## config.mk

```make
export PLATFORM = sky130hd
export DESIGN_NAME = waveform_generator
export DESIGN_NICKNAME = d
export VERILOG_FILES = /design/src/logic/wavegen_pkg.sv /design/src/logic/channel_config_if.sv /design/src/logic/channel_shaper.sv /design/src/logic/frame_serializer.sv /design/src/logic/waveform_generator.sv /design/src/logic/wavegen_register_bank.sv
export SDC_FILE = /design/constraint.sdc
export NUM_CORES = 1
export LEC_CHECK = 0
export BUFFER_PORTS_ARGS = -buffer_cell sky130_fd_sc_hd__buf_2
export CAP_MARGIN = 20
export CELL_PAD_IN_SITES_DETAIL_PLACEMENT = 1
export CELL_PAD_IN_SITES_GLOBAL_PLACEMENT = 2
export CORE_MARGIN = 4
export CORE_UTILIZATION = 41
export CTS_CLUSTER_DIAMETER = 80
export CTS_CLUSTER_SIZE = 14
export DETAILED_ROUTE_END_ITERATION = 12
export GPL_TIMING_DRIVEN = 0
export PLACE_DENSITY_LB_ADDON = 0.12
export SETUP_SLACK_MARGIN = 0.02
export SLEW_MARGIN = 20
export SYNTH_ARGS = -nofsm -noshare
export SYNTH_HDL_FRONTEND = slang
export SYNTH_SLANG_ARGS = --single-unit
```

## constraint.sdc

```tcl
create_clock -name clock -period 7.9 [get_ports clock]
set_clock_uncertainty 0.2 [all_clocks]
set_input_delay 0.79 -clock clock [delete_from_list [all_inputs] [get_ports clock]]
set_output_delay 0.79 -clock clock [all_outputs]
set_load 0.1 [all_outputs]
```

## src/logic/wavegen_pkg.sv

```systemverilog
/*
 * Shared types and constants of the multi-channel waveform generator.
 * Every RTL block and the testbench take their widths, shape codes and
 * register map from here.
 */

package wavegen_pkg;

    // Upper bound on the number of channels a build may instantiate
    localparam int MAX_CHANNELS = 8;

    // One output sample, unsigned
    typedef logic [15:0] sample_t;

    // Phase accumulator and the per-trigger phase step share one width
    typedef logic [15:0] phase_t;

    // Wave shape selector as stored in the shape register
    typedef logic [1:0] shape_t;

    // Shape encodings
    localparam shape_t SHAPE_SQUARE   = 2'd0;
    localparam shape_t SHAPE_TRIANGLE = 2'd1;
    localparam shape_t SHAPE_SAWTOOTH = 2'd2;
    // Channel outputs zero
    localparam shape_t SHAPE_OFF      = 2'd3;

    // Channel number, wide enough to name every channel up to the limit
    typedef logic [$clog2(MAX_CHANNELS)-1:0] channel_index_t;

    // Register port address and data
    typedef logic [2:0]  reg_address_t;
    typedef logic [15:0] reg_data_t;

    // Register map
    localparam reg_address_t ADDR_ENABLE_COUNT = 3'd0;
    localparam reg_address_t ADDR_SHAPE        = 3'd1;
    localparam reg_address_t ADDR_SELECTOR     = 3'd2;
    localparam reg_address_t ADDR_PHASE_STEP   = 3'd3;
    localparam reg_address_t ADDR_LEVEL        = 3'd4;
    // Write only, the written data is ignored and the write itself is the command
    localparam reg_address_t ADDR_LATCH        = 3'd5;

endpackage

```

## src/logic/channel_config_if.sv

```systemverilog
/*
 * Configuration path from the register bank to the channels.
 * The bank drives the staged settings and a one-cycle latch pulse,
 * and each channel picks them up when the selector names it.
 */

`timescale 1ns/1ps

interface channel_config_if;
    import wavegen_pkg::*;

    // One-cycle command to load the staged settings into a channel
    logic latch;
    // Channel that the next latch loads
    channel_index_t selector;
    // Staged settings
    shape_t shape;
    phase_t phase_step;
    sample_t level;

    modport bank (
        output latch, selector, shape, phase_step, level
    );

    modport channel (
        input latch, selector, shape, phase_step, level
    );

endinterface

```

## src/logic/channel_shaper.sv

```systemverilog
/*
 * One waveform channel.
 * Holds the shape, phase step and level latched for this channel, steps a
 * 16-bit phase accumulator on every advance strobe and registers the sample
 * of the new phase. One copy is instantiated per channel.
 */

`timescale 1ns/1ps

module channel_shaper #(
    parameter int CHANNEL_INDEX = 0
) (
    input  logic                clock,
    input  logic                reset,
    channel_config_if.channel   config_bus,
    input  logic                advance,
    output wavegen_pkg::sample_t sample
);
    import wavegen_pkg::*;

    // Latched configuration of this channel
    shape_t  shape;
    phase_t  phase_step;
    sample_t level;

    // Accumulated phase and its value after the next step
    phase_t phase;
    phase_t next_phase;

    // High when the pending latch addresses this channel
    logic selected;

    // Sample value for a given phase and shape
    function automatic sample_t shape_sample(
        input shape_t  kind,
        input phase_t  p,
        input sample_t amplitude
    );
        logic [14:0] ramp;
        sample_t     result;
        // Triangle folds the second half of the period back down
        ramp = p[15] ? ~p[14:0] : p[14:0];
        case (kind)
            // Low half of the period is zero, high half is the level
            SHAPE_SQUARE:   result = p[15] ? amplitude : '0;
            SHAPE_TRIANGLE: result = {ramp, 1'b0};
            // Sawtooth is the raw phase, the level plays no part
            SHAPE_SAWTOOTH: result = sample_t'(p);
            default:        result = '0;
        endcase
        return result;
    endfunction

    // Out of range selectors never match since no channel has that index
    assign selected   = config_bus.latch &&
                        (config_bus.selector == channel_index_t'(CHANNEL_INDEX));
    assign next_phase = phase + phase_step;

    // Configuration load
    always_ff @(posedge clock) begin
        if (reset) begin
            shape      <= SHAPE_SQUARE;
            phase_step <= '0;
            level      <= '0;
        end else if (selected) begin
            shape      <= config_bus.shape;
            phase_step <= config_bus.phase_step;
            level      <= config_bus.level;
        end
    end

    // Phase accumulator
    always_ff @(posedge clock) begin
        if (reset) begin
            phase <= '0;
        end else if (selected) begin
            // A new configuration restarts the waveform from phase zero
            phase <= '0;
        end else if (advance) begin
            phase <= next_phase;
        end
    end

    // Sample register, updated together with the phase step.
    // On a coincident latch the phase restarts and the sample keeps its value
    always_ff @(posedge clock) begin
        if (reset) begin
            sample <= '0;
        end else if (advance && !selected) begin
            sample <= shape_sample(shape, next_phase, level);
        end
    end

endmodule

```

## src/logic/frame_serializer.sv

```systemverilog
/*
 * Frame serializer.
 * Accepts a trigger when idle, strobes advance to all channels, captures
 * their samples and sends the enabled channels in order on a valid/ready
 * stream, marking the final sample with last.
 */

`timescale 1ns/1ps

module frame_serializer #(
    parameter int N_CHANNELS = 4
) (
    input  logic                                    clock,
    input  logic                                    reset,
    input  logic                                    trigger,
    input  wavegen_pkg::reg_data_t                  enable_count,
    input  wavegen_pkg::sample_t [N_CHANNELS-1:0]   samples,
    output logic                                    advance,
    output wavegen_pkg::sample_t                    data,
    output wavegen_pkg::channel_index_t             channel,
    output logic                                    valid,
    output logic                                    last,
    input  logic                                    ready
);
    import wavegen_pkg::*;

    typedef enum logic [1:0] {
        STATE_IDLE,
        STATE_ADVANCE,
        STATE_CAPTURE,
        STATE_SEND
    } serializer_state_t;

    serializer_state_t state;

    // Channel count of the frame in progress, kept as the index of the last channel
    channel_index_t last_index;
    // Channel currently offered on the output
    channel_index_t send_index;
    // Samples frozen for the whole frame
    sample_t [N_CHANNELS-1:0] snapshot;

    // Enable count limited to the channels that exist
    reg_data_t clamped_count;
    logic      transfer;

    always_comb begin
        if (enable_count > reg_data_t'(N_CHANNELS)) begin
            clamped_count = reg_data_t'(N_CHANNELS);
        end else begin
            clamped_count = enable_count;
        end
    end

    // Outputs decode from registers only, so they stay steady under back-pressure
    assign advance  = (state == STATE_ADVANCE);
    assign valid    = (state == STATE_SEND);
    assign data     = snapshot[send_index];
    assign channel  = send_index;
    assign last     = valid && (send_index == last_index);
    assign transfer = valid && ready;

    always_ff @(posedge clock) begin
        if (reset) begin
            state      <= STATE_IDLE;
            last_index <= '0;
            send_index <= '0;
            snapshot   <= '0;
        end else begin
            case (state)
                STATE_IDLE: begin
                    // Triggers while a frame runs are dropped because only this state listens
                    if (trigger && (enable_count != '0)) begin
                        last_index <= channel_index_t'(clamped_count - 1'b1);
                        send_index <= '0;
                        state      <= STATE_ADVANCE;
                    end
                end
                STATE_ADVANCE: begin
                    // Channels step their phase at the end of this cycle
                    state <= STATE_CAPTURE;
                end
                STATE_CAPTURE: begin
                    // Channel sample registers now hold the new phase
                    snapshot <= samples;
                    state    <= STATE_SEND;
                end
                STATE_SEND: begin
                    if (transfer) begin
                        if (send_index == last_index) begin
                            state <= STATE_IDLE;
                        end else begin
                            send_index <= send_index + 1'b1;
                        end
                    end
                end
                default: begin
                    state <= STATE_IDLE;
                end
            endcase
        end
    end

endmodule

```

## src/logic/waveform_generator.sv

```systemverilog
/*
 * Top level of the multi-channel waveform generator.
 * Connects the register bank, one shaper per channel and the frame
 * serializer. Configure through the register port, then pulse trigger
 * to receive one frame of samples on the valid/ready output.
 */

`timescale 1ns/1ps

module waveform_generator #(
    parameter int N_CHANNELS = 4
) (
    input  logic                         clock,
    input  logic                         reset,
    input  logic                         trigger,
    input  wavegen_pkg::reg_address_t    reg_address,
    input  wavegen_pkg::reg_data_t       reg_write_data,
    input  logic                         reg_write,
    output wavegen_pkg::reg_data_t       reg_read_data,
    output wavegen_pkg::sample_t         data,
    output wavegen_pkg::channel_index_t  channel,
    output logic                         valid,
    output logic                         last,
    input  logic                         ready
);
    import wavegen_pkg::*;

    // Staged configuration and latch pulse, shared by all channels
    channel_config_if config_bus ();

    // Number of channels to send per frame, as written by software
    reg_data_t enable_count;
    // Registered sample of every channel
    sample_t [N_CHANNELS-1:0] samples;
    // Phase step strobe from the serializer to all channels
    logic advance;

    wavegen_register_bank u_register_bank (
        .clock          (clock),
        .reset          (reset),
        .reg_address    (reg_address),
        .reg_write_data (reg_write_data),
        .reg_write      (reg_write),
        .reg_read_data  (reg_read_data),
        .enable_count   (enable_count),
        .config_bus     (config_bus.bank)
    );

    // Each channel knows its own index and answers only to that selector
    for (genvar index = 0; index < N_CHANNELS; index++) begin : gen_channel
        channel_shaper #(
            .CHANNEL_INDEX (index)
        ) u_channel_shaper (
            .clock      (clock),
            .reset      (reset),
            .config_bus (config_bus.channel),
            .advance    (advance),
            .sample     (samples[index])
        );
    end

    frame_serializer #(
        .N_CHANNELS (N_CHANNELS)
    ) u_frame_serializer (
        .clock        (clock),
        .reset        (reset),
        .trigger      (trigger),
        .enable_count (enable_count),
        .samples      (samples),
        .advance      (advance),
        .data         (data),
        .channel      (channel),
        .valid        (valid),
        .last         (last),
        .ready        (ready)
    );

endmodule

```

## src/logic/wavegen_register_bank.sv

```systemverilog
/*
 * Register bank of the waveform generator.
 * Accepts single-cycle register writes, returns registered readback one
 * cycle after the address, and turns a write to the latch address into a
 * latch pulse on the channel configuration bus in the following cycle.
 */

`timescale 1ns/1ps

module wavegen_register_bank (
    input  logic                     clock,
    input  logic                     reset,
    input  wavegen_pkg::reg_address_t reg_address,
    input  wavegen_pkg::reg_data_t   reg_write_data,
    input  logic                     reg_write,
    output wavegen_pkg::reg_data_t   reg_read_data,
    output wavegen_pkg::reg_data_t   enable_count,
    channel_config_if.bank           config_bus
);
    import wavegen_pkg::*;

    // Decoded write strobes, one per register
    logic write_enable_count;
    logic write_shape;
    logic write_selector;
    logic write_phase_step;
    logic write_level;
    logic write_latch;

    assign write_enable_count = reg_write && (reg_address == ADDR_ENABLE_COUNT);
    assign write_shape        = reg_write && (reg_address == ADDR_SHAPE);
    assign write_selector     = reg_write && (reg_address == ADDR_SELECTOR);
    assign write_phase_step   = reg_write && (reg_address == ADDR_PHASE_STEP);
    assign write_level        = reg_write && (reg_address == ADDR_LEVEL);
    assign write_latch        = reg_write && (reg_address == ADDR_LATCH);

    // Configuration registers sit directly on the bus, the channels see the
    // staged values continuously and only sample them on a latch
    always_ff @(posedge clock) begin
        if (reset) begin
            enable_count          <= '0;
            config_bus.shape      <= SHAPE_SQUARE;
            config_bus.selector   <= '0;
            config_bus.phase_step <= '0;
            config_bus.level      <= '0;
            config_bus.latch      <= 1'b0;
        end else begin
            if (write_enable_count) begin
                enable_count <= reg_write_data;
            end
            // Only the low bits carry meaning for shape and selector
            if (write_shape) begin
                config_bus.shape <= shape_t'(reg_write_data);
            end
            if (write_selector) begin
                config_bus.selector <= channel_index_t'(reg_write_data);
            end
            if (write_phase_step) begin
                config_bus.phase_step <= phase_t'(reg_write_data);
            end
            if (write_level) begin
                config_bus.level <= sample_t'(reg_write_data);
            end
            // Registered strobe, so the latch lands one cycle after the command
            config_bus.latch <= write_latch;
        end
    end

    // Readback through a register, the latch address and holes read zero
    always_ff @(posedge clock) begin
        if (reset) begin
            reg_read_data <= '0;
        end else begin
            case (reg_address)
                ADDR_ENABLE_COUNT: reg_read_data <= enable_count;
                ADDR_SHAPE:        reg_read_data <= reg_data_t'(config_bus.shape);
                ADDR_SELECTOR:     reg_read_data <= reg_data_t'(config_bus.selector);
                ADDR_PHASE_STEP:   reg_read_data <= reg_data_t'(config_bus.phase_step);
                ADDR_LEVEL:        reg_read_data <= reg_data_t'(config_bus.level);
                default:           reg_read_data <= '0;
            endcase
        end
    end

endmodule

```

# Yosys cells after proc, flatten, opt, wreduce, memory -nomap -nowiden
# Index checks and enable logic that the tools add are counted.
[totals]
output_inout_bits = 37
elab_cells = 131
input_bits = 24
latchBits = 0
mem_count = 0
ramBits = 0
romBits = 0
reg_bits = 406
[op_classes]
bitwise = 4
n_mul = 0
add_sub_neg = 6
n_div = 0
muxes = 24
n_lt_le_gt_ge = 2
shift = 0
reduce_logical = 37
eq_ne = 24
[op_table]
columns = ["cell", "count"]
rows = [
  ["$pmux 16 s3", 4],
  ["$mux 16", 5],
  ["$pmux 16 s5", 1],
  ["$add 16x16->16", 4],
  ["$mux 15", 4],
  ["$not 15->15", 4],
  ["$bmux 16 s2", 1],
  ["$logic_and 1x1->1", 17],
  ["$gt 16x3->1 const B", 1],
  ["$reduce_bool 16->1", 1],
  ["$eq 2x2->1 const B", 6],
  ["$eq 3x2->1 const B", 4],
  ["$mux 3", 4],
  ["$eq 2x1->1 const B", 5],
  ["$logic_not 2->1", 5],
  ["$pmux 2 s4", 1],
  ["$reduce_or 2->1", 4],
  ["$eq 3x1->1 const B", 2],
  ["$eq 3x3->1 const B", 2],
  ["$logic_not 3->1", 2],
  ["$mux 2", 3],
  ["$ne 2x2->1 const B", 3],
  ["$pmux 3 s2", 1],
  ["$logic_not 1->1", 4],
  ["other kinds (9)", 9],
]

# Depth between registers and ports, before layout
[logic_depth]
depth_word = 4
depth_mapped = 13
depth_no_buf = 12

# Hierarchy
# Synthesis repeated with hierarchy kept, for this count alone.
[unflattened]
hier_cells = 2460
hier_area_um2 = 20676.1
[modules_own_cells]
columns = ["mod", "n_inst", "area_per_inst_um2", "cells_each", "seq_area_each_um2"]
rows = [
  ["channel_shaper (gen_channel[1].u_channel_shaper ...)", 2, 3672.3, 462, 1321.3],
  ["channel_shaper (gen_channel[3].u_channel_shaper)", 1, 3587.2, 453, 1321.3],
  ["channel_shaper (gen_channel[0].u_channel_shaper)", 1, 3479.6, 438, 1321.3],
  ["frame_serializer", 1, 3344.5, 298, 1441.4],
  ["wavegen_register_bank", 1, 2920.3, 347, 1401.3],
]

# Least setup slack after synthesis
# Ideal clock, no wire load.
[synth_path]
path_type = "register -> output"
startpoint = "register u_frame_serializer.send_index[0] (netlist: u_frame_serializer.channel[0])"
endpoint = "output port last"
path_stages_with_launch = 4
t_arrival_ns = 4.539
required_ns = 6.910
path_slack_ns = 2.371
path_cell_list = "dfxtp_1 clkbuf_1 xor2_1 nor4_1"
[synth_between]
elab_chain_cells = 2
[synth_rtl]
columns = ["element", "line_no", "source"]
rows = [
  ["from (decl)", "frame_serializer.sv:39", "channel_index_t send_index;"],
  ["from (signal assigned)", "frame_serializer.sv:93", "send_index <= send_index + 1'b1;"],
  ["$eq 3x3->1", "frame_serializer.sv:60", "assign last = valid && (send_index == last_index);"],
  ["$logic_and 1x1->1", "frame_serializer.sv:60", ""],
  ["to (decl)", "waveform_generator.sv:23", "output logic last,"],
]
# Every way passes these cells.

# Worst setup path in the final report
# Ends and elaborated chain as after synthesis.

==> results.py <==
metrics = {
    "critical_path": {
        "reg2regPathDepth": 11,
        "rrSetupSlack_ns": 4.27,
        "crit_chain": "clkbuf_1 > xor2_1 > nor4_1 > buf_2",
        "crit_start": "u_frame_serializer.channel[0]$_SDFFE_PP0P_",
        "critPathSlowestCell": "nor4_1",
        "cp-start-kind": "flop",
        "worstSetupEndpointType": "output pin",
        "critPathKind": "reg2out",
        "worstPathArrival_ns": 3.15,
        "worstPathRequired_ns": 6.91,
        "critPathMaxStageDelay_ns": 0.83,
        "crit_path_max_fanout": 10,
        "r2r_start": "gen_channel[0].u_channel_shaper.phase[8]$_SDFFE_PP0P_",
        "reg2reg_to": "gen_channel[0].u_channel_shaper.sample[10]$_SDFFE_PP0P_",
    },
    "die": {
        "core_area_sq_um": 46900,
        "die_x_microns": 227,
        "boundaryPins": 61,
        "rows": 79,
        "fp.dieArea_sq_um": 51300,
        "initial_core_util_pct": 41.8,
        "fp.dieH_microns": 227,
    },
    "clock_network": {
        "cts_resized": 0,
        "cts.path.max_buffers": 3,
        "cts_tree": "yes",
        "postCtsSetupBuffers": 0,
        "cts_max_level": 2,
        "root_buffer": "clkbuf_16",
        "clock_latency_ns": 0.56,
        "numCtsBuffers": 35,
        "clk_pin_slew_ns": 0.07,
        "cts_hold_buf": 0,
        "cts_sinks": 406,
    },
    "yosys": {
        "ys.flop_type": "dfxtp_1",
        "yosys.area.top_type_share_pct": 41.5,
        "synth_area_leaders": "dfxtp_1 41%, nand2_1 8.6%, a21oi_1 8.1%",
        "netlist-cell-type-count": 77,
        "synth.avg_cell_area_sq_um": 8.30,
        "postSynthCellCount": 2360,
        "synth_fp_nets": 2454,
        "synth-seq-area-share_pct": 41.5,
        "synth_area_sq_um": 19600,
        "ys_ff_latch": 406,
        "synth_edf_count": 0,
        "yosysTopAreaCell": "dfxtp_1",
        "synth_warnings": 0,
        "async_reset_ff_share_pct": 0,
    },
    "place": {
        "placed_cells": 3028,
        "place.gp.congestion": 0.928,
        "port_buffers": 60,
        "hpwl_microns": 54800,
    },
    "power": {
        "internal_power_uw": 3520,
        "vdd_drop_max_mv": 0.140,
        "switchingPower_uw": 1780,
        "sw_frac_of_total_pct": 33.6,
        "leakage_uw": 0.00792,
        "total_power_uw": 5300,
        "p_clk_share_pct": 31.3,
        "power.density_nw_per_um2": 245,
        "comb_power_share_pct": 24.1,
        "seq_power_share_pct": 44.6,
    },
    "min_path": {
        "hold_start": "gen_channel[1].u_channel_shaper.level[11]$_SDFFE_PP0P_",
        "whs_endpoint": "gen_channel[1].u_channel_shaper.level[11]$_SDFFE_PP0P_",
        "min_path_type": "reg2reg",
        "whs_path_depth": 2,
    },
    "drt": {
        "detail-route-antenna-nets": 0,
        "drtPass1Iterations": 5,
        "routed_via_density": 5.82,
        "route.detailed.drc": 0,
        "num_vias": 17900,
        "wire_per_inst_microns": 24.0,
        "drt_iter0_drc": 1507,
        "routed_wl_microns": 73700,
    },
    "global_routing": {
        "grt_pass1_wl_microns": 110000,
        "grt_max_degree": 15,
        "antenna_found_initial": 2,
        "grt_pass1_vias": 17700,
        "gr-total-overflow": 0,
        "globalRouteTotalUtil_pct": 28.3,
    },
    "timing": {
        "finalMaxSlewViolations": 0,
        "worst_pin_slew_ns": 1.09,
        "hold_viol_final": 0,
        "slew-limit-headroom_pct": 26.6,
        "fmax_mhz": 241,
        "setup_tns_ns": 0,
        "rsz0062_at_grt": "no",
        "final-setup-viol-count": 0,
        "min_period_ns": 4.14,
        "min_period_over_period_pct": 52.5,
        "holdWs_ns": 0.256,
    },
    "cells_and_area": {
        "area_growth_pct": 10.5,
        "stdcell_count": 3069,
        "drive_gt1_share_pct": 5.89,
        "nNetsFinal": 2552,
        "antenna_cells": 0,
    },
    "run": {
        "max_cap_viol_count": 0,
    },
    "outcome": {
        "status": "finished clean",
    },
}
==> power groups by stage <==
| stage | clock network, uW | registers (uW) | logic [uW] |
|---|---|---|---|
| floorplan | 0 | 2320 | 903 |
| global placement | 0 | 2400 | 1230 |
| detailed placement | 0 | 2400 | 1260 |
| CTS | 1700 | 2360 | 1260 |
| global route | 1780 | 2370 | 1370 |
| finish | 1660 | 2360 | 1280 |
==> kinds of logic (layout without fill, tap and decap cells) <==
kind of cell | Yosys count | count (layout) | synth area share (%)
AND/OR/NAND/NOR | 849 | 849 | 18.4
AO/OA/AOI/OAI | 594 | 594 | 18.1
flip-flops | 406 | 406 | 41.5
buffers and inverters | 181 | 283 | 3.57
multiplexers | 152 | 152 | 8.82
XOR/XNOR | 108 | 108 | 5.02
adder cells (fa/ha/maj) | 70 | 70 | 4.62
==> worst max path at each step <==
stage                                                            end  cells after the start
3_3_place_gp   gen_channel[1].u_channel_shaper.phase[1]$_SDFFE_PP0P_                      7
3_5_place_dp   gen_channel[1].u_channel_shaper.shape[1]$_SDFFE_PP0P_                      5
5_1_grt                                                     data[13]                      4
6_report                                                        last                      4
2_1_floorplan                                                   last                      3
4_1_cts                                                     data[13]                      4
==> metal layers <==
| layer | track usage, % | routed length [microns] | vias up |
|---|---|---|---|
| li1 | - | - | 8383 |
| met1 | 42.2 | 35700 | 8868 |
| met2 | 42.2 | 31000 | 493 |
| met3 | 4.40 | 4620 | 111 |
| met4 | 8.56 | 2430 | 2 |
| met5 | 0 | 13 | - |
==> layout make-up <==
type	instances	area (sq um)
fillers	5700	25200
multi-input cells	1773	10800
flip-flops and latches	406	8130
clock buffers	39	943
well taps	607	759
plain buffers	158	613
repair buffers	61	312
inverters	23	86.3
clock inverters	2	38.8
==> synth_stat cells, drive strengths merged, types with 19 or more instances <==
master,count
nand3,31
mux2i,134
nand2,449
a22oi,19
ha,66
nor3,26
a31oi,42
inv,22
a21oi,320
a211oi,21
o21ai,85
a21o,19
xor2,24
xnor2,84
dfxtp,406
nor2,228
clkbuf,142
==> worst max-delay path, delay by kind of cell (launching register included) <==
family	cells	cell delay, ns
buf+inv	2	1.17
flops	1	0.40
xor+xnor	1	0.18
simple gates	1	0.83
==> layout by cell type, fill, tap and decap left out, types with 9 or more instances in the layout <==
cell and count:
or3_1 13, inv_1 22, xnor2_1 83, nand3b_1 10, clkbuf_16 37, o21a_1 9
buf_1 10, mux2i_1 134, nor2_1 228, nand2b_1 11, nand3_1 31, a21o_1 19
buf_2 64, o211a_1 13, a211oi_1 21, mux4_2 16, xor2_1 23, nor3_1 26
a31oi_1 39, nor2b_1 17, dfxtp_1 406, nand2_1 449, ha_1 66, a21oi_1 319
o211ai_1 9, clkbuf_1 143, a22oi_1 19, o21ai_0 84, nor3b_1 17
==> metrics by stage <==
stage	setup slack, ns	area, sq um	util [%]
detailed placement	4.26	20700	44.1
global route	3.56	21600	46.2
finish	3.76	21600	46.2
CTS	3.74	21600	46.2
floorplan	2.37	19600	-
global placement	4.27	20700	44.1
==> state kept, by name, summed over array words and instances, names as in the netlist <==
signal	cells
gen_channel.u_channel_shaper.phase_step	64
u_register_bank.config_bus.level	16
u_frame_serializer.channel	3
u_frame_serializer.last_index	3
u_register_bank.config_bus.phase_step	16
u_register_bank.config_bus.shape	2
u_register_bank.config_bus.selector	3
u_register_bank.config_bus.latch	1
u_frame_serializer.snapshot	64
u_register_bank.enable_count	16
gen_channel.u_channel_shaper.phase	64
u_register_bank.reg_read_data	16
u_frame_serializer.state	2
gen_channel.u_channel_shaper.shape	8
gen_channel.u_channel_shaper.level	64
gen_channel.u_channel_shaper.sample	64
No activity file was read; power rests on OpenSTA's default activity.
